[src/rtl/gnn_consts.svh]
`ifndef GNN_CONSTS_SVH
`define GNN_CONSTS_SVH

// graph size seen by one aggregation lane
`define GNN_NUM_NODES     128
`define GNN_MAX_DEGREE    8

// two feature lanes per node
`define GNN_FV_LANES      2

// one mask bit per replay iteration
`define GNN_REPLAY_DEPTH  4

`endif

[src/rtl/gnn_pkg.sv]
`include "gnn_consts.svh"

package gnn_pkg;

    typedef logic [$clog2(`GNN_NUM_NODES)-1:0]      node_id_t;
    typedef logic [$clog2(`GNN_MAX_DEGREE+1)-1:0]   degree_t;   // 1 to 8
    typedef logic [7:0]                             fv_lane_t;
    typedef logic [11:0]                            agg_lane_t; // wraps mod 4096
    typedef logic [2:0]                             priority_t;
    typedef logic [`GNN_REPLAY_DEPTH-1:0]           replay_mask_t;
    typedef logic [$clog2(`GNN_REPLAY_DEPTH)-1:0]   replay_iter_t;

    // {mask, priority, target}
    typedef logic [$bits(replay_mask_t)+$bits(priority_t)+$bits(node_id_t)-1:0] task_packet_t;

    typedef fv_lane_t  [`GNN_FV_LANES-1:0]   fv_vec_t;
    typedef agg_lane_t [`GNN_FV_LANES-1:0]   agg_vec_t;
    typedef node_id_t  [1:0]                 nbr_pair_t;
    typedef node_id_t  [`GNN_MAX_DEGREE-1:0] nbr_ids_t;

    typedef enum logic [3:0] {
        st_idle,
        st_req_nbr,
        st_stream_nbr,
        st_fetch_fv,
        st_req_prev,
        st_drain,
        st_finish,
        st_complete
    } edge_state_t;

endpackage

[src/rtl/feature_table.sv]
`timescale 1ns/1ps
`include "gnn_consts.svh"

module feature_table (
    input  logic              clk,
    input  logic              reset,
    input  logic              wr_en,
    input  gnn_pkg::node_id_t wr_node,
    input  gnn_pkg::fv_vec_t  wr_data,
    input  logic              rd,
    input  gnn_pkg::node_id_t rd_node,
    output logic              fv_valid,
    output gnn_pkg::fv_vec_t  fv_data
);
    import gnn_pkg::*;

    fv_vec_t mem [`GNN_NUM_NODES];

    always_ff @(posedge clk) begin
        if (wr_en)
            mem[wr_node] <= wr_data;
    end

    // registered read with data one cycle after rd
    always_ff @(posedge clk) begin
        if (rd)
            fv_data <= mem[rd_node];
    end

    always_ff @(posedge clk) begin
        if (reset)
            fv_valid <= 1'b0;
        else
            fv_valid <= rd;
    end

endmodule

[config.mk]
export PLATFORM = sky130hd
export DESIGN_NAME = feature_table
export DESIGN_NICKNAME = d
export VERILOG_FILES = /design/src/rtl/gnn_pkg.sv /design/src/rtl/feature_table.sv
export VERILOG_INCLUDE_DIRS = /design/src /design/src/rtl
export SDC_FILE = /design/constraint.sdc
export NUM_CORES = 2
export LEC_CHECK = 0
export BUFFER_PORTS_ARGS = -buffer_cell sky130_fd_sc_hd__buf_4
export CAP_MARGIN = 0
export CORE_ASPECT_RATIO = 1.75
export CORE_MARGIN = 4
export CORE_UTILIZATION = 30
export CTS_BUF_LIST = sky130_fd_sc_hd__clkbuf_4
export CTS_CLUSTER_DIAMETER = 40
export DETAILED_ROUTE_END_ITERATION = 7
export PLACE_DENSITY = 0.45
export RECOVER_POWER = 100
export SLEW_MARGIN = 10
export SYNTH_ARGS = -nofsm -noshare
export SYNTH_HDL_FRONTEND = slang
export SYNTH_SLANG_ARGS = --single-unit
[constraint.sdc]
create_clock -name clk -period 4.2 [get_ports clk]
set_clock_uncertainty 0.2 [all_clocks]
set_input_delay 0.21 -clock clk [delete_from_list [all_inputs] [get_ports clk]]
set_output_delay 0.21 -clock clk [all_outputs]
set_load 0.1 [all_outputs]
==> impl_results.md <==
- Starting Density: just over 30%
- Setup TNS: 0 ns
- Routability Congestion: 0.773
- Critical Path End Type: register
- Cells after Synth: just over 3000
- Crit path arrival time: ~4.5 ns
- Most frequent cells in the layout: edfxtp_1, clkbuf_4, mux4_2, clkbuf_1, clkinv_1
- Critical Path Start: wr_node[0]
- Number of global-route vias before repair: ~41000
- Min Tclk post-route: slightly below 4 ns
- Die width: around 400 um
- Hold Fails Final Rpt: 0
- Top area cells in the synthesized netlist: edfxtp_1, mux4_2, nor2_1
- Leakage: between 20 and 30 nW
- Post-CTS sizing: 0
- IO Port Bufs: 50
- Share of the synthesized area in the top cell type: about four fifths
- Critical hold path startpoint: wr_node[6]
- Area Growth Syn to Fin: 16.3%
- Setup CP Type: in2reg
- DRT Pass-1 Iters: 5
- Synth Register Bits: between 2000 and 2500
- Fraction of layout cells with a size suffix above 1: 39.4%
- Failing checks: max-capacitance violations, max-slew violations
- Clock root buffer: clkbuf_4
- Hold path depth: 4
- TritonCTS clock tree: built
- Actual slew at the worst max-slew pin: 3.46 ns
- Final Max Slew Viols: around 2800
- Cell area after layout: 91500 um^2
- Largest net degree at the start of global routing: 81
- Fmax: 258 MHz
- PwrDens: 454 nW/um^2
- R2r startpoint: mem[8][9]
- Post-synth cell types: 16
- Final setup violation count: 0
- Number of synthesis warnings: 0
- Sequential area share after synthesis: approximately four fifths
- Grt ovf: 0
- Power Total: between 40 and 50 mW
- WL final: roughly 240000 um
- RSZ-0062 raised after global routing: no
- DP Wirelength: between 100000 and 150000 um
- Routed length per instance: 31.1 um
- Critical Path Start Type: input pin
- Vias: approximately 37000
- IO Count: around 50
- Row count: ~250
- Largest area contributor in the netlist: edfxtp_1
- Initial DRC Count: slightly below 3000
- Critical Path, Cell by Cell: dlygate4sd3_1 -> dlygate4sd3_1 -> buf_4 -> nor2b_1 -> nand3_1 -> clkbuf_1 -> nor2_2 -> clkbuf_1
- DR vias/cell: approximately 4.8
- Total clock sinks: approximately 2100
- Max stage delay cell, worst path: clkbuf_1
- Syn nets: around 3100
- Peak VDD IR: 0.225 mV
- Worst EP required: approximately 4.8 ns
- CTS Buf Count: approximately 470
- DRC Markers: 0
- Die outline height: roughly 700 um
- Max-Cap Viols: approximately 120
- Hold WC Path Type: in2reg
- Post-route clock period utilization: 92.4%
- Core region area: ~260000 um^2
- Total GRT Usage: between 15 and 20%
- Area of the die: approximately 270000 um^2
- Antenna Nets Post-Route: 0
- Clock Tree Buf Depth: 4
- CP max FO: 16
- Worst-Skew Late Latency: 1.33 ns
- Layout Nets: roughly 3800
- Mean post-synth cell area: about 25 um^2
- Antenna violations before repair: 28
- First-pass GRT wire length: between 300000 and 400000 um
- Largest stage delay, worst path: approximately 1.2 ns
- Worst Reg-to-Reg Cells: 6
- Mapped Area: just under 80000 um^2
- Clock-pin transition on the worst setup and hold timing paths: 0.07 ns
- Most common cell after layout, fill and taps aside: edfxtp_1
- Placed instance area: between 80000 and 90000 um^2
- Status: finished, violations left
- Max transition margin: -131%
- H-tree depth: 5
path summary, 6_finish.rpt:
check | end | slack [ns]
worst max-delay path | mem[94][1] | 0.32
worst min-delay path | mem[116][2] | 0.25
worst max register to register | fv_data[9] | 0.41
worst min register to register | fv_data[7] | 1.00
worst max-delay path, delay by kind of cell:
kind                   cells  cell delay [ns]
and+or+nand+nor            3             1.14
buffers and inverters      5             3.13
Yosys cell counts:
master       n
buf_1       24
buf_2       53
buf_6        1
clkbuf_1    86
dfxtp_1      1
edfxtp_1  2064
mux2_2      16
mux4_2     672
nand2_1     14
nand2b_1     2
nand3_1     12
nand4_1      3
nor2_1     122
nor2b_1      8
nor3_1       9
or3_1        1
kinds of logic (layout without fill, tap and decap cells):
kind of cell           Yosys count  count (layout)  synth area share, %
multiplexers                   688             688                 19.5
other                            0              34                    0
buffers and inverters          164            1229                0.876
flip-flops                    2065            2065                 78.8
AND/OR/NAND/NOR                171             171                0.893
routing by layer:
metal,up-vias,global-route usage [%],routed length [um]
met5,-,0,79
met2,1073,33.5,135000
met3,342,2.81,10600
li1,15300,-,-
met1,20400,19.4,85400
met4,12,6.45,7700
cell type report:
class / instances / area (um^2)
Multi-Input combinational cell: 859 / 16300
Sequential cell: 2065 / 62000
Fill cell: 24400 / 169000
Clock inverter: 158 / 946
Timing Repair Buffer: 386 / 2730
Tap cell: 3500 / 4380
Clock buffer: 685 / 5140
Antenna cell: 34 / 85.1
flip-flops by register name, indices dropped and copies added (netlist names):
name      cells
fv_valid      1
fv_data      16
mem        2048
metrics by stage:
step | utilization, % | hold WS, ns | std cells | worst slack, ns
2_1_floorplan | - | 0.0816 | 3088 | 1.16
3_3_place_gp | 32.7 | 0.165 | 6716 | 0.439
3_5_place_dp | 32.7 | 0.174 | 6716 | 0.443
4_1_cts | 35.5 | 0.00732 | 7653 | 0.432
5_1_grt | 35.1 | 0.148 | 7676 | 0.266
6_report | 35.1 | 0.249 | 7687 | 0.317
where the power goes:
group | total (mW) | internal, mW | switching [mW]
clock network | 16.2 | 8.20 | 8.00
registers | 22.9 | 22.8 | 0.0639
logic | 2.48 | 0.916 | 1.57
timing repair:
action,4_1_cts,5_1_grt
endpoints found under the hold margin,4129,0
setup buffers,0,0
hold buffers,94,0
No activity file was read; power rests on OpenSTA's default activity.
