==> src/rtl/gnn_consts.svh <==
`ifndef GNN_CONSTS_SVH
`define GNN_CONSTS_SVH

// graph size seen by one aggregation lane
`define GNN_NUM_NODES     128
`define GNN_MAX_DEGREE    8

// two feature lanes per node
`define GNN_FV_LANES      2

// one mask bit per replay iteration
`define GNN_REPLAY_DEPTH  4

`endif

==> src/rtl/gnn_pkg.sv <==
`include "gnn_consts.svh"

package gnn_pkg;

    typedef logic [$clog2(`GNN_NUM_NODES)-1:0]      node_id_t;
    typedef logic [$clog2(`GNN_MAX_DEGREE+1)-1:0]   degree_t;   // 1 to 8
    typedef logic [7:0]                             fv_lane_t;
    typedef logic [11:0]                            agg_lane_t; // wraps mod 4096
    typedef logic [2:0]                             priority_t;
    typedef logic [`GNN_REPLAY_DEPTH-1:0]           replay_mask_t;
    typedef logic [$clog2(`GNN_REPLAY_DEPTH)-1:0]   replay_iter_t;

    // {mask, priority, target}
    typedef logic [$bits(replay_mask_t)+$bits(priority_t)+$bits(node_id_t)-1:0] task_packet_t;

    typedef fv_lane_t  [`GNN_FV_LANES-1:0]   fv_vec_t;
    typedef agg_lane_t [`GNN_FV_LANES-1:0]   agg_vec_t;
    typedef node_id_t  [1:0]                 nbr_pair_t;
    typedef node_id_t  [`GNN_MAX_DEGREE-1:0] nbr_ids_t;

    typedef enum logic [3:0] {
        st_idle,
        st_req_nbr,
        st_stream_nbr,
        st_fetch_fv,
        st_req_prev,
        st_drain,
        st_finish,
        st_complete
    } edge_state_t;

endpackage

==> src/rtl/task_decode.sv <==
`timescale 1ns/1ps
`include "gnn_consts.svh"

module task_decode (
    input  logic                  clk,
    input  logic                  reset,
    input  logic                  task_valid,
    input  gnn_pkg::task_packet_t task_packet,
    input  gnn_pkg::replay_iter_t cur_replay_iter,
    input  logic                  take,
    output logic                  task_idle,
    output logic                  task_ready,
    output gnn_pkg::node_id_t     target,
    output gnn_pkg::task_packet_t task_word,
    output logic                  include_prev,
    output logic                  requeue
);
    import gnn_pkg::*;

    replay_mask_t in_mask;
    logic         below;
    logic         above;
    logic         capture;

    assign capture = task_valid && task_idle;
    assign in_mask = task_packet[$bits(task_packet_t)-1 -: $bits(replay_mask_t)];
    assign target  = task_word[$bits(node_id_t)-1:0];

    // mask bits on either side of the current iteration
    always_comb begin
        below = 1'b0;
        above = 1'b0;
        for (int i = 0; i < `GNN_REPLAY_DEPTH; i++) begin
            if (i < int'(cur_replay_iter))
                below |= in_mask[i];
            if (i > int'(cur_replay_iter))
                above |= in_mask[i];
        end
    end

    always_ff @(posedge clk) begin
        if (reset) begin
            task_idle    <= 1'b1;
            task_ready   <= 1'b0;
            include_prev <= 1'b0;
            requeue      <= 1'b0;
        end else if (capture) begin
            task_idle    <= 1'b0;
            task_ready   <= 1'b1;
            include_prev <= below;
            requeue      <= above;
        end else if (take && task_ready) begin
            task_ready <= 1'b0;      // pe picked it up
        end else if (take) begin
            task_idle <= 1'b1;       // pe back in idle
        end
    end

    always_ff @(posedge clk) begin
        if (capture)
            task_word <= task_packet;
    end

endmodule

==> config.mk <==
export PLATFORM = sky130hd
export DESIGN_NAME = task_decode
export DESIGN_NICKNAME = d
export VERILOG_FILES = /design/src/rtl/gnn_pkg.sv /design/src/rtl/task_decode.sv
export VERILOG_INCLUDE_DIRS = /design/src /design/src/rtl
export SDC_FILE = /design/constraint.sdc
export NUM_CORES = 1
export LEC_CHECK = 0
export BUFFER_PORTS_ARGS = -buffer_cell sky130_fd_sc_hd__buf_2
export CORE_MARGIN = 5
export CORE_UTILIZATION = 39
export CTS_CLUSTER_SIZE = 25
export DETAILED_ROUTE_END_ITERATION = 8
export GPL_TIMING_DRIVEN = 0
export PLACE_DENSITY = 0.83
export SLEW_MARGIN = 15
export SYNTH_ARGS = -nofsm -noshare
export SYNTH_HDL_FRONTEND = slang
export SYNTH_SLANG_ARGS = --single-unit
==> constraint.sdc <==
create_clock -name clk -period 1.05 [get_ports clk]
set_input_delay 0.0525 -clock clk [delete_from_list [all_inputs] [get_ports clk]]
set_output_delay 0.0525 -clock clk [all_outputs]
set_load 0.02 [all_outputs]
==> results.yml <==
place:
  placement.io_buffers: 44
  post-place-cells: 103
  gp_congestion: 0.710
global_routing:
  grt_start_max_net_pins: 21
  grt-ovfl-total: 0
  grt_first_pass_wirelength_um: 2680
  number_of_antenna_violations_at_the_first_check_in_global_routing: 0
  grt_usage: 0.140
  grt_pass1_vias: 606
timing:
  finalCriticalPeriod_ns: 1.02
  final.setup.tns_ns: 0
  report.final.setup_viol: 0
  timing.hold.ws_ns: 0.0431
  max_clock_freq_mhz: 983
  unrepaired_setup_endpoints_after_global_routing: "true"
  timing.clock.skew_ns: 0.00622
  post-route-period-util: 0.969
  maxSlewHeadroom: 0.830
  worstMarginPinSlew_ns: 0.253
  hold_viol_final: 0
  max_slew_violation_count: 0
layout:
  count_of_fill_cells_added_during_filler_insertion: 104
  insertedDiodeCount: 0
  finish.utilization: 0.714
  layout_commonest_cell: "buf_2"
  area_growth_pct: 67.9
  finalNonFillerCells: 119
  most-common-layout-cells: "buf_2 (38), dlygate4sd3_1 (15), edfxtp_1 (14)"
  post_route_cells_drive_above_1_share: 0.524
  nets: 124
cts:
  cts-root-to-sink-buffers: 2
  clock_sinks: 18
  cts_tree: "yes"
  htree_num_levels: 1
  root_buffer: "clkbuf_4"
  insertion_delay_ns: 0.28
  path_clk_slew_ns: 0.10
  cts-buffers-inserted: 3
die:
  design.core.area_um2: 1560
  die_height_um: 51.2
  effective_utilization_at_floorplan: 0.425
  floorplan.rows: 14
  die_w_um: 51.2
  die_area_um2: 2630
  ioPinCount: 45
pwr:
  power.share.sequential: 0.559
  combinationalPowerShare: 0.222
  power.leakage_nw: 0.511
  ir_worst_vdd_mv: 0.752
  pwr_density_cell_nw_per_um2: 1350
  p_int_mw: 1.13
  power.share.switching: 0.251
  clkPwrFrac: 0.219
  power.switching_uw: 377
yosys:
  synth_area_per_cell_um2: 15.4
  post_synth_fa_ha_maj_area_fraction: 0
  yosys_warnings: 0
  largest_family_of_logic_cells_by_synthesized_area: "buffers and inverters"
  number_of_nets_produced_by_synthesis: 63
  post_synth_mux_area_share: 0
  yosysSeqAreaShare: 0.755
  synth-compound-area-share: 0.0943
  synth.ff_latch_count: 18
  postSynthCellCount: 43
  post_synth_num_cell_types: 14
  synth.cell_area_um2: 663
  yosys.area_share.xor_xnor: 0
  synth-simple-area-share: 0.0434
drt:
  via_per_inst: 4.67
  detail_route.drc_violations: 0
  drtIter0Drc: 7
  avgRoutedWirePerCell_um: 14.1
  drt_pre_antenna_iters: 4
  count_of_nets_left_with_antenna_violations_after_detail_routing: 0
  detailroute.via_count: 556
  drt-total-wl_um: 1680
worst_setup_path:
  timing.setup.critical_path_class: "reg -> reg"
  path_cells: "and2_4, buf_12, nor2_1, a311oi_1"
  path_buf_inv: 1
  cpPeakStageDelay_ns: 0.35
  cp.required_ns: 1.23
  setup.worst_path.end_class: "flip-flop"
  arrival_ns: 1.20
  largest_fanout_of_any_net_on_the_critical_path: 3
  crit_family: "flip-flops"
  setup.worst_path.start_class: "flip-flop"
  critical_path.slowest_cell: "dfxtp_2"
run:
  drv_cap: 0
worst_hold_path:
  timing.hold.worst.class: "in -> reg"
status:
  outcome: "finished clean"
## power groups by stage
stage,Combinational [mW],Sequential (mW),Clock (mW)
after floorplan,0.0902,0.917,0
after global placement,0.253,0.853,0
after detailed placement,0.258,0.856,0
after CTS,0.309,0.839,0.348
after global routing,0.356,0.850,0.368
final,0.333,0.840,0.330
## final cells by class
type / instances / area [um2] / share of cell area
multi-input combinational: 15 / 92.6 / 0.0831
clock inverter: 1 / 3.75 / 0.00337
timing repair buffer: 61 / 430 / 0.387
buffer: 3 / 35.0 / 0.0315
inverter: 2 / 7.51 / 0.00674
clock buffer: 3 / 22.5 / 0.0202
sequential: 18 / 502 / 0.451
tap: 16 / 20.0 / 0.0180
## worst paths after layout
check	cells after the start	endpoint	slack (ns)	startpoint
worst min register to register	2	include_prev	0.51	include_prev
worst max-delay path	4	requeue	0.03	task_idle
worst min-delay path	3	include_prev	0.04	cur_replay_iter[0]
worst max register to register	4	requeue	0.03	task_idle
## cell usage after synthesis (all sizes together)
cell / instances / share of area
a21o: 1 / 0.011
a21oi: 2 / 0.015
a311oi: 2 / 0.026
and2: 1 / 0.011
buf: 8 / 0.096
dfxtp: 4 / 0.12
edfxtp: 14 / 0.63
inv: 2 / 0.011
nand2: 1 / 0.0057
nor2: 3 / 0.017
nor2b: 1 / 0.0094
o21ai: 1 / 0.0075
o21bai: 3 / 0.034
## kinds of logic after synthesis
group | count (synthesis)
flip-flops | 18
buffers and inverters | 10
AND/OR/NAND/NOR | 6
AO/OA/AOI/OAI | 9
## flip-flops by register name (all words and copies together), names as in the netlist
signal	count
task_word	14
include_prev	1
requeue	1
task_idle	1
task_ready	1
## routing by layer
metal  track usage  wire [um]  part of all wire  vias to the layer above
li1              -          -                 -                      268
met1         0.152        672              0.40                      251
met2         0.266        830              0.49                       35
met3       0.00872        156             0.093                        2
met4        0.0786         19             0.011                        0
met5             0          0                 0                        -
## stage by stage
| step | power, mW | area [um2] | setup WS, ns |
|---|---|---|---|
| 5_1_grt | 1.57 | 1110 | -0.0570 |
| 4_1_cts | 1.50 | 1090 | 0.00726 |
| 3_5_place_dp | 1.11 | 905 | 0.0130 |
| 6_report | 1.50 | 1110 | 0.0324 |
| 3_3_place_gp | 1.11 | 905 | 0.0511 |
| 2_1_floorplan | 1.01 | 664 | 0.00455 |
## worst register-to-register path, delay by kind of cell, from the launching register on
| kind | cells | cell delay, ns |
|---|---|---|
| DFF | 1 | 0.35 |
| AOI/OAI and AO/OA | 1 | 0.27 |
| and+or+nand+nor | 2 | 0.19 |
| buffers and inverters | 1 | 0.11 |
## what timing repair did
action / in CTS / in global routing
hold buffers: 15 / 0
resized for setup: 2 / 7
gates cloned: 0 / 1
hold endpoints to repair: 17 / 0
pin swaps: 1 / 1
buffers inserted: 0 / 1
setup endpoints to repair: 2 / 8
Power figures use the tool's default switching activity.
