**config.mk**
```make
export PLATFORM = sky130hd
export DESIGN_NAME = aggregation_bank_flat
export DESIGN_NICKNAME = d
export VERILOG_FILES = /design/src/rtl/gnn_pkg.sv /design/src/rtl/pe_bank_if.sv /design/src/rtl/aggregation_bank.sv /design/src/flat_wrapper.sv
export VERILOG_INCLUDE_DIRS = /design/src /design/src/rtl
export SDC_FILE = /design/constraint.sdc
export NUM_CORES = 2
export LEC_CHECK = 0
export ABC_AREA = 0
export BUFFER_PORTS_ARGS = -buffer_cell sky130_fd_sc_hd__buf_2
export CAP_MARGIN = 30
export CORE_ASPECT_RATIO = 1.1
export CORE_UTILIZATION = 65
export DETAILED_ROUTE_END_ITERATION = 16
export PLACE_DENSITY = 0.82
export SLEW_MARGIN = 20
export SYNTH_ARGS = -nofsm -noshare
export SYNTH_HDL_FRONTEND = slang
export SYNTH_SLANG_ARGS = --single-unit
```
**constraint.sdc**
```tcl
create_clock -name clk -period 4.51 [get_ports clk]
set_input_delay 0.2255 -clock clk [delete_from_list [all_inputs] [get_ports clk]]
set_output_delay 0.2255 -clock clk [all_outputs]
set_load 0.02 [all_outputs]
```
**src/rtl/gnn_consts.svh**
```systemverilog
`ifndef GNN_CONSTS_SVH
`define GNN_CONSTS_SVH

// graph size seen by one aggregation lane
`define GNN_NUM_NODES     128
`define GNN_MAX_DEGREE    8

// two feature lanes per node
`define GNN_FV_LANES      2

// one mask bit per replay iteration
`define GNN_REPLAY_DEPTH  4

`endif

```
**src/rtl/gnn_pkg.sv**
```systemverilog
`include "gnn_consts.svh"

package gnn_pkg;

    typedef logic [$clog2(`GNN_NUM_NODES)-1:0]      node_id_t;
    typedef logic [$clog2(`GNN_MAX_DEGREE+1)-1:0]   degree_t;   // 1 to 8
    typedef logic [7:0]                             fv_lane_t;
    typedef logic [11:0]                            agg_lane_t; // wraps mod 4096
    typedef logic [2:0]                             priority_t;
    typedef logic [`GNN_REPLAY_DEPTH-1:0]           replay_mask_t;
    typedef logic [$clog2(`GNN_REPLAY_DEPTH)-1:0]   replay_iter_t;

    // {mask, priority, target}
    typedef logic [$bits(replay_mask_t)+$bits(priority_t)+$bits(node_id_t)-1:0] task_packet_t;

    typedef fv_lane_t  [`GNN_FV_LANES-1:0]   fv_vec_t;
    typedef agg_lane_t [`GNN_FV_LANES-1:0]   agg_vec_t;
    typedef node_id_t  [1:0]                 nbr_pair_t;
    typedef node_id_t  [`GNN_MAX_DEGREE-1:0] nbr_ids_t;

    typedef enum logic [3:0] {
        st_idle,
        st_req_nbr,
        st_stream_nbr,
        st_fetch_fv,
        st_req_prev,
        st_drain,
        st_finish,
        st_complete
    } edge_state_t;

endpackage

```
**src/rtl/pe_bank_if.sv**
```systemverilog
`timescale 1ns/1ps

interface pe_bank_if;
    import gnn_pkg::*;

    logic     sos;
    logic     eos;
    agg_vec_t fv_data;   // features arrive zero extended
    node_id_t node_id;   // target of the running task
    logic     done_aggr;
    logic     wb_en;

    modport pe (
        output sos, eos, fv_data, node_id, done_aggr, wb_en
    );

    modport bank (
        input sos, eos, fv_data, node_id, done_aggr, wb_en
    );

endinterface

```
**src/rtl/aggregation_bank.sv**
```systemverilog
`timescale 1ns/1ps
`include "gnn_consts.svh"

module aggregation_bank (
    input  logic              clk,
    input  logic              reset,
    pe_bank_if.bank           bank,
    input  logic              prev_rd,
    output logic              prev_valid,
    output gnn_pkg::agg_vec_t prev_data,
    output logic              result_valid,
    output gnn_pkg::node_id_t result_node,
    output gnn_pkg::agg_vec_t result_sum
);
    import gnn_pkg::*;

    agg_vec_t acc;
    agg_vec_t out_table [`GNN_NUM_NODES];
    logic     in_stream;
    logic     beat;

    // middle beats carry neither marker
    assign beat = bank.sos || bank.eos || in_stream;

    always_ff @(posedge clk) begin
        if (reset)
            in_stream <= 1'b0;
        else if (bank.eos)
            in_stream <= 1'b0;
        else if (bank.sos)
            in_stream <= 1'b1;
    end

    always_ff @(posedge clk) begin
        if (beat) begin
            for (int l = 0; l < `GNN_FV_LANES; l++) begin
                acc[l] <= (bank.sos ? '0 : acc[l]) + bank.fv_data[l];
            end
        end
    end

    always_ff @(posedge clk) begin
        if (reset) begin
            for (int n = 0; n < `GNN_NUM_NODES; n++) begin
                out_table[n] <= '0;
            end
        end else if (bank.done_aggr || bank.wb_en) begin
            out_table[bank.node_id] <= acc;
        end
    end

    always_ff @(posedge clk) begin
        if (reset) begin
            result_valid <= 1'b0;
            prev_valid   <= 1'b0;
        end else begin
            result_valid <= bank.done_aggr;   // write-back stores but does not report
            prev_valid   <= prev_rd;
        end
    end

    always_ff @(posedge clk) begin
        if (bank.done_aggr) begin
            result_node <= bank.node_id;
            result_sum  <= acc;
        end
        if (prev_rd)
            prev_data <= out_table[bank.node_id];
    end

endmodule

```
**src/flat_wrapper.sv**
```systemverilog
// flat-port wrapper written by rule: the top's interface ports become plain ports
module aggregation_bank_flat import gnn_pkg::*;
  (clk, reset, prev_rd, prev_valid, prev_data, result_valid, result_node, result_sum, bank_sos, bank_eos, bank_fv_data, bank_node_id, bank_done_aggr, bank_wb_en);
  pe_bank_if bank_i ();
  input  logic clk;
  input  logic reset;
  input  logic prev_rd;
  output logic prev_valid;
  output gnn_pkg::agg_vec_t prev_data;
  output logic result_valid;
  output gnn_pkg::node_id_t result_node;
  output gnn_pkg::agg_vec_t result_sum;
  input wire logic [$bits(bank_i.sos)-1:0] bank_sos;
  input wire logic [$bits(bank_i.eos)-1:0] bank_eos;
  input wire logic [$bits(bank_i.fv_data)-1:0] bank_fv_data;
  input wire logic [$bits(bank_i.node_id)-1:0] bank_node_id;
  input wire logic [$bits(bank_i.done_aggr)-1:0] bank_done_aggr;
  input wire logic [$bits(bank_i.wb_en)-1:0] bank_wb_en;
  assign bank_i.sos = bank_sos;
  assign bank_i.eos = bank_eos;
  assign bank_i.fv_data = bank_fv_data;
  assign bank_i.node_id = bank_node_id;
  assign bank_i.done_aggr = bank_done_aggr;
  assign bank_i.wb_en = bank_wb_en;
  aggregation_bank u_core (.clk(clk), .reset(reset), .bank(bank_i), .prev_rd(prev_rd), .prev_valid(prev_valid), .prev_data(prev_data), .result_valid(result_valid), .result_node(result_node), .result_sum(result_sum));
endmodule
```
==> flow_summary.yaml <==
run_status:
  outcome: "finished, violations left"
  violations: "negative hold slack"
floorplanning:
  fp.dieH_um: 494.8
  coreArea_sq_um: 219100
  io_pins: 95
  num_rows: 180
  die_area_sq_um: 222700
  start_util_pct: 65.50
  fp.dieW_um: 450.0
sta:
  max_freq_mhz: 255.2
  fin_ws_ps: 591.9
  rsz0062_at_grt: "no"
  whs_ps: -9.629
  setup_viol: 0
  timing.final.hold_violations: 1
  relSlewSlack_pct: 13.87
  worst_slew_pin_slew_ps: 1284
  fin_skew_ps: 58.89
  tns_ps: 0
  period_needed_ps: 3918
  slew_viol_final: 0
  post-route-period-util_pct: 86.88
worst_setup_path:
  critPathLaunch: "bank_node_id[2]"
  criticalPathCategory: "primary input to register"
  startpoint_type: "primary input"
  endpoint_kind: "register"
  cp_data_required_time_ps: 5250
  critPathMaxFanout: 94
  r2r-start: "u_core.out_table[118][21]"
  critPathArrivalTime_ps: 4660
clock_tree:
  clkTransAtPathRegs_ps: 60
  cts_inserted_buffers: 318
  cts_tree: "yes"
  clockBufferDepth: 4
  cts-htree-levels: 5
  clock_latency_ps: 1000
  cts-resized-gates: 0
  cts_root_buffer: "clkbuf_16"
  cts.sinks: 3154
place:
  io_buffer_count: 94
  place_area_sq_um: 147300
  placed_cells: 12100
  gp_congestion: 0.9385
  post-place-ws_ps: 319.5
  hpwl_um: 243400
worst_hold_path:
  hp-start: "bank_node_id[0]"
  hold_path.class: "primary input to register"
power:
  p_sw_share_pct: 27.66
  peakVddDrop_mv: 0.4623
  p_per_area_nw_per_um2: 438.4
  leakage_nw: 58.95
  power_frac_seq_pct: 49.2
  p_int_w: 0.04995
  clock_power_share_pct: 36.7
  combPwrFrac_pct: 14.1
  netSwitchingPower_w: 0.01910
cells_and_area:
  mostFrequentLayoutCells: "edfxtp_1, and2_1, mux2i_1"
  drive_above_1_share_pct: 16.12
  nets: 9610
  area_growth_pct: 9.756
  final_common_cell: "edfxtp_1"
  fin_area_sq_um: 157500
  final_cells: 12700
synthesis:
  synth.distinct_cells: 52
  avgSynthCellArea_sq_um: 14.88
  synthArstFlopShare_pct: 0
  netlist_area_sq_um: 143500
  synth_edf_count: 3151
  syn_inst: 9645
  yosysSeqAreaShare_pct: 65.97
  yosys_warnings: 0
  syn_nets: 9707
  synth-seq-cells: 3154
  synth_ff_type: "edfxtp_1"
route:
  dr.first_iter.drc_count: 13790
  wl_per_cell_um: 32.09
  vias_per_cell: 6.776
  drc: 0
  finalWirelength_um: 407600
  num_vias: 86080
  first_pass_iters: 7
  final_antenna_net_count: 0
global_route:
  grt_pass1_wl_um: 581500
  grt_pass1_vias: 84740
  grt_antenna_before_repair: 31
  grt_overflow_total: 0
  grt_max_degree: 130
  track_usage_pct: 36.42
job:
  cap_violations: 0
kinds of logic after synthesis:
kind of cell	share of synthesized area, %
and+or+nand+nor	15.99
xor gates and xnor gates	0.1220
AOI/OAI and AO/OA	2.887
DFF	65.97
adders and majority gates	0.2197
buffers and inverters	2.713
muxes	12.10
registers in the layout, indices dropped and copies added, names as in the netlist:
signal               count
u_core.prev_valid        1
u_core.result_valid      1
u_core.result_node       7
u_core.acc              24
u_core.in_stream         1
u_core.prev_data        24
u_core.out_table      3072
u_core.result_sum       24
timing repair:
action / CTS / global route
buffers inserted: 0 / 0
hold buffers: 42 / 0
endpoints found under the hold margin: 62 / 0
metrics by stage:
stage	total power [W]	util, %
global route	0.07022	71.87
floorplan	0.03914	-
global placement	0.04339	67.09
finish	0.06905	71.89
CTS	0.06861	71.84
detailed placement	0.04380	67.23
final timing paths:
check                                             end  slack, ps  depth (start not counted)
worst max-delay path             u_core.prev_data[21]        590                         10
worst min-delay path            u_core.result_node[0]        -10                          2
worst max register to register   u_core.prev_data[21]        920                          7
worst min register to register   u_core.result_sum[0]        850                          1
area by class of cell:
type / instances / area [sq um]
Antenna cell: 14 / 35.03
Clock buffer: 387 / 8394
Clock inverter: 162 / 1301
Fill cell: 12900 / 61610
Inverter: 7 / 28.78
Multi-Input combinational cell: 5551 / 45110
Sequential cell: 3154 / 94680
Tap cell: 2912 / 3643
Timing Repair Buffer: 516 / 4337
per-layer routing:
layer,up-vias,GRT usage (%),routed length (um),share of wire [%]
met3,1275,8.266,51250,13
met5,-,0.06421,99,0.024
met1,43190,46.59,135800,33
li1,34930,-,-,-
met4,14,24.35,31600,7.8
met2,6675,56.32,188900,46
worst max-delay path, cell delays in order:
cell	delay [ps]
dlygate4sd3_1	600
buf_12	470
buf_4	310
mux4_2	360
a22oi_1	570
a41oi_1	430
buf_4	280
nor4_1	860
buf_4	300
nand2_1	60
Yosys cell counts, types with 15 or more instances:
cell	instances	share of area, %
or2_2	130	0.57
edfxtp_1	3151	66
mux4_2	504	7.9
mux2i_1	601	4.2
buf_1	15	0.039
ha_1	22	0.19
and2_1	3099	14
buf_2	138	0.48
o22ai_1	24	0.10
nand3_1	111	0.39
nor2_1	125	0.33
clkbuf_2	40	0.14
a21oi_1	106	0.37
nor2b_1	29	0.13
nand4_1	25	0.11
a22oi_1	360	1.9
nand2_1	213	0.56
clkbuf_1	716	1.9
a211oi_1	48	0.25
nor4_1	26	0.11
a41oi_1	24	0.15
nor2_2	16	0.070
power by group through the flow:
stage	combinational (W)	clock, W	sequential [W]
after CTS	0.00941	0.0253	0.0339
after floorplan	0.00475	0	0.0344
after global placement	0.00892	0	0.0345
final	0.00975	0.0254	0.0339
after detailed placement	0.00926	0	0.0345
after global routing	0.00986	0.0263	0.0340
Note: power is estimated with default switching activity, not from simulation.
