File: config.mk
export PLATFORM = sky130hd
export DESIGN_NAME = edge_pe_flat
export DESIGN_NICKNAME = d
export VERILOG_FILES = /design/src/rtl/gnn_pkg.sv /design/src/rtl/pe_bank_if.sv /design/src/rtl/edge_pe.sv /design/src/flat_wrapper.sv
export VERILOG_INCLUDE_DIRS = /design/src /design/src/rtl
export SDC_FILE = /design/constraint.sdc
export NUM_CORES = 1
export LEC_CHECK = 0
export BUFFER_PORTS_ARGS = -buffer_cell sky130_fd_sc_hd__buf_2
export CAP_MARGIN = 40
export CORE_ASPECT_RATIO = 0.9
export CORE_MARGIN = 3
export CORE_UTILIZATION = 54
export CTS_CLUSTER_DIAMETER = 40
export CTS_CLUSTER_SIZE = 20
export DETAILED_ROUTE_END_ITERATION = 8
export PLACE_DENSITY = 0.85
export SYNTH_ARGS = -nofsm -noshare
export SYNTH_HDL_FRONTEND = slang
export SYNTH_SLANG_ARGS = --single-unit
File: constraint.sdc
create_clock -name clk -period 3.9 [get_ports clk]
set_input_delay 0.39 -clock clk [delete_from_list [all_inputs] [get_ports clk]]
set_output_delay 0.39 -clock clk [all_outputs]
set_load 0.05 [all_outputs]
File: src/rtl/gnn_consts.svh
`ifndef GNN_CONSTS_SVH
`define GNN_CONSTS_SVH

// graph size seen by one aggregation lane
`define GNN_NUM_NODES     128
`define GNN_MAX_DEGREE    8

// two feature lanes per node
`define GNN_FV_LANES      2

// one mask bit per replay iteration
`define GNN_REPLAY_DEPTH  4

`endif

File: src/rtl/gnn_pkg.sv
`include "gnn_consts.svh"

package gnn_pkg;

    typedef logic [$clog2(`GNN_NUM_NODES)-1:0]      node_id_t;
    typedef logic [$clog2(`GNN_MAX_DEGREE+1)-1:0]   degree_t;   // 1 to 8
    typedef logic [7:0]                             fv_lane_t;
    typedef logic [11:0]                            agg_lane_t; // wraps mod 4096
    typedef logic [2:0]                             priority_t;
    typedef logic [`GNN_REPLAY_DEPTH-1:0]           replay_mask_t;
    typedef logic [$clog2(`GNN_REPLAY_DEPTH)-1:0]   replay_iter_t;

    // {mask, priority, target}
    typedef logic [$bits(replay_mask_t)+$bits(priority_t)+$bits(node_id_t)-1:0] task_packet_t;

    typedef fv_lane_t  [`GNN_FV_LANES-1:0]   fv_vec_t;
    typedef agg_lane_t [`GNN_FV_LANES-1:0]   agg_vec_t;
    typedef node_id_t  [1:0]                 nbr_pair_t;
    typedef node_id_t  [`GNN_MAX_DEGREE-1:0] nbr_ids_t;

    typedef enum logic [3:0] {
        st_idle,
        st_req_nbr,
        st_stream_nbr,
        st_fetch_fv,
        st_req_prev,
        st_drain,
        st_finish,
        st_complete
    } edge_state_t;

endpackage

File: src/rtl/pe_bank_if.sv
`timescale 1ns/1ps

interface pe_bank_if;
    import gnn_pkg::*;

    logic     sos;
    logic     eos;
    agg_vec_t fv_data;   // features arrive zero extended
    node_id_t node_id;   // target of the running task
    logic     done_aggr;
    logic     wb_en;

    modport pe (
        output sos, eos, fv_data, node_id, done_aggr, wb_en
    );

    modport bank (
        input sos, eos, fv_data, node_id, done_aggr, wb_en
    );

endinterface

File: src/rtl/edge_pe.sv
`timescale 1ns/1ps
`include "gnn_consts.svh"

module edge_pe (
    input  logic               clk,
    input  logic               reset,
    input  logic               task_ready,
    input  gnn_pkg::node_id_t  target,
    input  logic               include_prev,
    input  logic               requeue,
    output logic               take,
    output logic               nbr_rd,
    output gnn_pkg::node_id_t  nbr_rd_node,
    input  logic               nbr_sos,
    input  logic               nbr_eos,
    input  gnn_pkg::nbr_pair_t nbr_pair,
    input  gnn_pkg::degree_t   nbr_degree,
    output logic               fv_rd,
    output gnn_pkg::node_id_t  fv_rd_node,
    input  logic               fv_valid,
    input  gnn_pkg::fv_vec_t   fv_beat,
    output logic               prev_rd,
    input  logic               prev_valid,
    input  gnn_pkg::agg_vec_t  prev_data,
    input  logic               wb_grant,
    output logic               wb_valid,
    pe_bank_if.pe              bank
);
    import gnn_pkg::*;

    edge_state_t state;
    edge_state_t nx_state;
    nbr_ids_t    ids;
    degree_t     degree_q;
    logic [1:0]  pair_cnt;
    degree_t     rd_cnt;     // feature reads issued
    degree_t     fwd_cnt;    // feature beats forwarded
    logic        rd_last;
    logic        fwd_last;

    assign rd_last     = (rd_cnt + 4'd1) >= degree_q;
    assign fwd_last    = (fwd_cnt + 4'd1) >= degree_q;
    assign nbr_rd_node = target;
    assign fv_rd_node  = ids[rd_cnt[2:0]];

    // reads are issued back to back, so beats reach the bank without gaps
    assign bank.node_id = target;
    assign bank.sos     = fv_valid && (fwd_cnt == '0);
    assign bank.eos     = (fv_valid && fwd_last && !include_prev) || prev_valid;

    always_comb begin
        for (int l = 0; l < `GNN_FV_LANES; l++) begin
            bank.fv_data[l] = prev_valid ? prev_data[l] : agg_lane_t'(fv_beat[l]);
        end
    end

    always_ff @(posedge clk) begin
        if (reset)
            state <= st_idle;
        else
            state <= nx_state;
    end

    always_ff @(posedge clk) begin
        if (reset || state == st_idle) begin
            pair_cnt <= '0;
            rd_cnt   <= '0;
            fwd_cnt  <= '0;
        end else begin
            if (state == st_stream_nbr)
                pair_cnt <= pair_cnt + 2'd1;
            if (fv_rd)
                rd_cnt <= rd_cnt + 4'd1;
            if (fv_valid)
                fwd_cnt <= fwd_cnt + 4'd1;
        end
    end

    // neighbor ids arrive two per beat
    always_ff @(posedge clk) begin
        if (state == st_stream_nbr) begin
            ids[{pair_cnt, 1'b0}] <= nbr_pair[0];
            ids[{pair_cnt, 1'b1}] <= nbr_pair[1];
            if (nbr_sos)
                degree_q <= nbr_degree;
        end
    end

    always_comb begin
        nx_state       = state;
        take           = 1'b0;
        nbr_rd         = 1'b0;
        fv_rd          = 1'b0;
        prev_rd        = 1'b0;
        wb_valid       = 1'b0;
        bank.done_aggr = 1'b0;
        bank.wb_en     = 1'b0;
        case (state)
            st_idle: begin
                if (task_ready) begin
                    take     = 1'b1;
                    nx_state = st_req_nbr;
                end
            end
            st_req_nbr: begin
                nbr_rd   = 1'b1;
                nx_state = st_stream_nbr;
            end
            st_stream_nbr: begin
                if (nbr_eos)
                    nx_state = st_fetch_fv;
            end
            st_fetch_fv: begin
                fv_rd = 1'b1;
                if (rd_last)
                    nx_state = include_prev ? st_req_prev : st_drain;
            end
            st_req_prev: begin
                prev_rd  = 1'b1;    // reads the stored output of target
                nx_state = st_drain;
            end
            st_drain: begin
                if (bank.eos)
                    nx_state = st_finish;
            end
            st_finish: begin
                if (requeue) begin
                    bank.wb_en = 1'b1;
                    nx_state   = st_complete;
                end else begin
                    bank.done_aggr = 1'b1;
                    take           = 1'b1;
                    nx_state       = st_idle;
                end
            end
            st_complete: begin
                wb_valid = 1'b1;   // held until granted
                if (wb_grant) begin
                    take     = 1'b1;
                    nx_state = st_idle;
                end
            end
            default: nx_state = st_idle;
        endcase
    end

endmodule

File: src/flat_wrapper.sv
// flat-port wrapper written by rule: the top's interface ports become plain ports
module edge_pe_flat import gnn_pkg::*;
  (clk, reset, task_ready, target, include_prev, requeue, take, nbr_rd, nbr_rd_node, nbr_sos, nbr_eos, nbr_pair, nbr_degree, fv_rd, fv_rd_node, fv_valid, fv_beat, prev_rd, prev_valid, prev_data, wb_grant, wb_valid, bank_sos, bank_eos, bank_fv_data, bank_node_id, bank_done_aggr, bank_wb_en);
  pe_bank_if bank_i ();
  input  logic clk;
  input  logic reset;
  input  logic task_ready;
  input  gnn_pkg::node_id_t target;
  input  logic include_prev;
  input  logic requeue;
  output logic take;
  output logic nbr_rd;
  output gnn_pkg::node_id_t nbr_rd_node;
  input  logic nbr_sos;
  input  logic nbr_eos;
  input  gnn_pkg::nbr_pair_t nbr_pair;
  input  gnn_pkg::degree_t nbr_degree;
  output logic fv_rd;
  output gnn_pkg::node_id_t fv_rd_node;
  input  logic fv_valid;
  input  gnn_pkg::fv_vec_t fv_beat;
  output logic prev_rd;
  input  logic prev_valid;
  input  gnn_pkg::agg_vec_t prev_data;
  input  logic wb_grant;
  output logic wb_valid;
  output wire logic [$bits(bank_i.sos)-1:0] bank_sos;
  output wire logic [$bits(bank_i.eos)-1:0] bank_eos;
  output wire logic [$bits(bank_i.fv_data)-1:0] bank_fv_data;
  output wire logic [$bits(bank_i.node_id)-1:0] bank_node_id;
  output wire logic [$bits(bank_i.done_aggr)-1:0] bank_done_aggr;
  output wire logic [$bits(bank_i.wb_en)-1:0] bank_wb_en;
  assign bank_sos = bank_i.sos;
  assign bank_eos = bank_i.eos;
  assign bank_fv_data = bank_i.fv_data;
  assign bank_node_id = bank_i.node_id;
  assign bank_done_aggr = bank_i.done_aggr;
  assign bank_wb_en = bank_i.wb_en;
  edge_pe u_core (.clk(clk), .reset(reset), .task_ready(task_ready), .target(target), .include_prev(include_prev), .requeue(requeue), .take(take), .nbr_rd(nbr_rd), .nbr_rd_node(nbr_rd_node), .nbr_sos(nbr_sos), .nbr_eos(nbr_eos), .nbr_pair(nbr_pair), .nbr_degree(nbr_degree), .fv_rd(fv_rd), .fv_rd_node(fv_rd_node), .fv_valid(fv_valid), .fv_beat(fv_beat), .prev_rd(prev_rd), .prev_valid(prev_valid), .prev_data(prev_data), .wb_grant(wb_grant), .wb_valid(wb_valid), .bank(bank_i));
endmodule
==> impl_metrics.csv <==
group,metric,value,unit
cts,cts_resized,0,
synthesis,ys_seq_elements,73,
sta,worst_slack,1.08,ns
synthesis,synth_edf_count,60,
sta,fmax,355,MHz
pwr,powerDensity,412,nW/um^2
cts,clk_pin_slew,0.07,ns
cts,root_buffer,"clkbuf_8",
sta,hold_viol_final,0,
sta,setup_viol,0,
synthesis,ys_types,37,
sta,min_period,2.82,ns
final_layout,nFillCells,463,
synthesis,synth-async-reset-ratio,0,%
grt,antenna_found_initial,0,
cts,cts_buffer_depth,2,
final_layout,finish.instance_area,4480,sq um
place,place_area,4300,sq um
place,dpl.hpwl,6140,microns
cts,numCtsBuffers,9,
critical_path,required,3.51,ns
synthesis,syn_inst,282,
cts,clock-sinks,73,
critical_path,critPathLaunchType,"flip-flop",
floorplan,die_y,85.7,microns
sta,slew_headroom,45.6,%
final_layout,drive_gt1_share,38.5,%
drt,drt_first_pass_iters,4,
synthesis,ys_seq_area_share,54.1,%
place,placement.io_buffers,107,
floorplan,ioPinCount,129,
drt,drc,0,
sta,worstMarginPinSlew,0.816,ns
floorplan,die_area,8100,sq um
final_layout,nets,465,
critical_path,end_kind,"output pin",
sta,final_max_slew_viol_count,0,
drt,num_vias,2573,
floorplan,rows,28,
synthesis,synthFlopType,"edfxtp_1",
final_layout,multiInputGateArea,1520,sq um
drt,viasPerCell,5.49,
drt,drtIter0Drc,149,
grt,grt_pass1_vias,2617,
pwr,power.leakage,1.80,nW
cts,cts_tree,"yes",
place,place.gp.congestion,0.789,
critical_path,cp_data_arrival_time,2.43,ns
outcome,status,"completed",
drt,wire_per_inst,17.9,microns
place,place_ws,1.43,ns
cts,cts.htree.levels,3,
pwr,ir_drop,0.265,mV
synthesis,syn_avg_cell_area,13.5,sq um
floorplan,start_util,56.9,%
job,cap_violations,0,
drt,routed_wl,8370,microns
synthesis,synth_top_cell_area_share,47.3,%
synthesis,synthTopCellsByCount,"edfxtp_1 (60), and2_1 (36), mux2_2 (23)",
worst_hold_path,hold_path_class,"input pin to flip-flop",
critical_path,worst-path-max-fanout,6,
sta,worst_clock_skew,0.00938,ns
synthesis,yosys-top-cells-area,"edfxtp_1 (47%), mux4_1 (9.7%), dfxtp_1 (6.8%)",
final_layout,syn_to_final_growth,17.6,%
grt,overflow,0,
sta,post-route-period-util,72.2,%
final_layout,antennaDiodeCount,0,
floorplan,die_x,94.5,microns
synthesis,yosys_warnings,0,
grt,track_usage,21.2,%
synthesis,synth.most_common_cell,"edfxtp_1",
cts,insertion_delay,0.34,ns
sta,tns,0,ns
drt,ant_nets,0,
grt,grt_pass1_wl,12800,microns
critical_path,critPathKind,"flip-flop to output pin",
sta,fin_hold_ws,0.224,ns
synthesis,synth.cell_area,3810,sq um
grt,grt_start_max_net_pins,27,
floorplan,coreArea,6690,sq um
cts,postCtsHoldBufs,0,
sta,rsz0062_at_grt,"no",
final_layout,seqCellArea,2060,sq um
synthesis,syn_nets,372,
cts,postCtsSetupRepairBufs,0,
synthesis,synth_top_area_cell,"edfxtp_1",
[worst max-delay path, cell delays in order, from the launching register on]
cell and delay, ns:
dfxtp_1 0.44, inv_1 0.07, ha_1 0.31, ha_1 0.27, a2111oi_0 0.38, a21oi_1 0.14, a31o_2 0.26, buf_2 0.20
[worst paths after layout]
kind              slack (ns)                           start                            end  cells past startpoint
setup / recovery        1.08  u_core.fwd_cnt[0]$_SDFFE_PP0P_                       bank_eos                      7
hold / removal          0.22                   nbr_degree[1]   u_core.degree_q[1]$_DFFE_PP_                      1
setup reg to reg        1.63   u_core.rd_cnt[1]$_SDFFE_PP0P_   u_core.state[0]$_SDFFE_PP0P_                      7
hold reg to reg         0.52   u_core.rd_cnt[3]$_SDFFE_PP0P_  u_core.rd_cnt[3]$_SDFFE_PP0P_                      2
[sequential cells by signal, summed over array words and instances (netlist names)]
name	flops
u_core.rd_cnt	4
u_core.pair_cnt	2
u_core.fwd_cnt	4
u_core.degree_q	4
u_core.ids	56
u_core.state	3
[routing by layer]
metal	global-route usage (%)	vias to the layer above	part of all wire, %
li1	-	1210	-
met1	24.8	1241	39
met2	38.0	107	54
met3	3.68	15	5.7
met4	9.70	0	1.6
met5	0	-	0
[cells by family (layout without fill, tap and decap cells)]
kind of cell	after synthesis	count (layout)	synth area share [%]
adders and majority gates	15	15	4.93
buffers and inverters	40	137	6.01
xor gates and xnor gates	10	10	2.30
AOI/OAI and AO/OA	25	25	4.01
muxes	39	39	17.0
DFF	73	73	54.1
and+or+nand+nor	80	80	11.6
[placed cells by master, fill, tap and decap left out, types with 8 or more instances in the layout]
cell and count:
and2_1 36, inv_1 14, ha_1 15, edfxtp_1 60, dfxtp_1 13, mux2_2 23
nor2_1 13, nand2_1 11, a21oi_1 8, clkbuf_8 9, buf_2 107, mux4_1 14
[where the power goes]
group          total [mW]  internal, mW  switching, mW
Combinational       0.366         0.124          0.242
Sequential          0.915         0.886         0.0289
Clock               0.565         0.288          0.276
[cell type report]
type / instances / area share [%]
flip-flops and latches: 73 / 46.0
repair buffers: 108 / 12.3
clock buffers: 9 / 2.77
inverters: 14 / 1.17
multi-input cells: 169 / 33.9
well taps: 90 / 2.51
clock inverters: 6 / 1.34
[through the flow]
step	util, %	total power [mW]	std cells
5_1_grt	66.9	1.91	469
4_1_cts	66.9	1.85	469
6_report	66.9	1.85	469
2_1_floorplan	-	1.23	282
3_5_place_dp	64.2	1.30	454
3_3_place_gp	64.0	1.28	453
(Power assumes the default switching activity.)
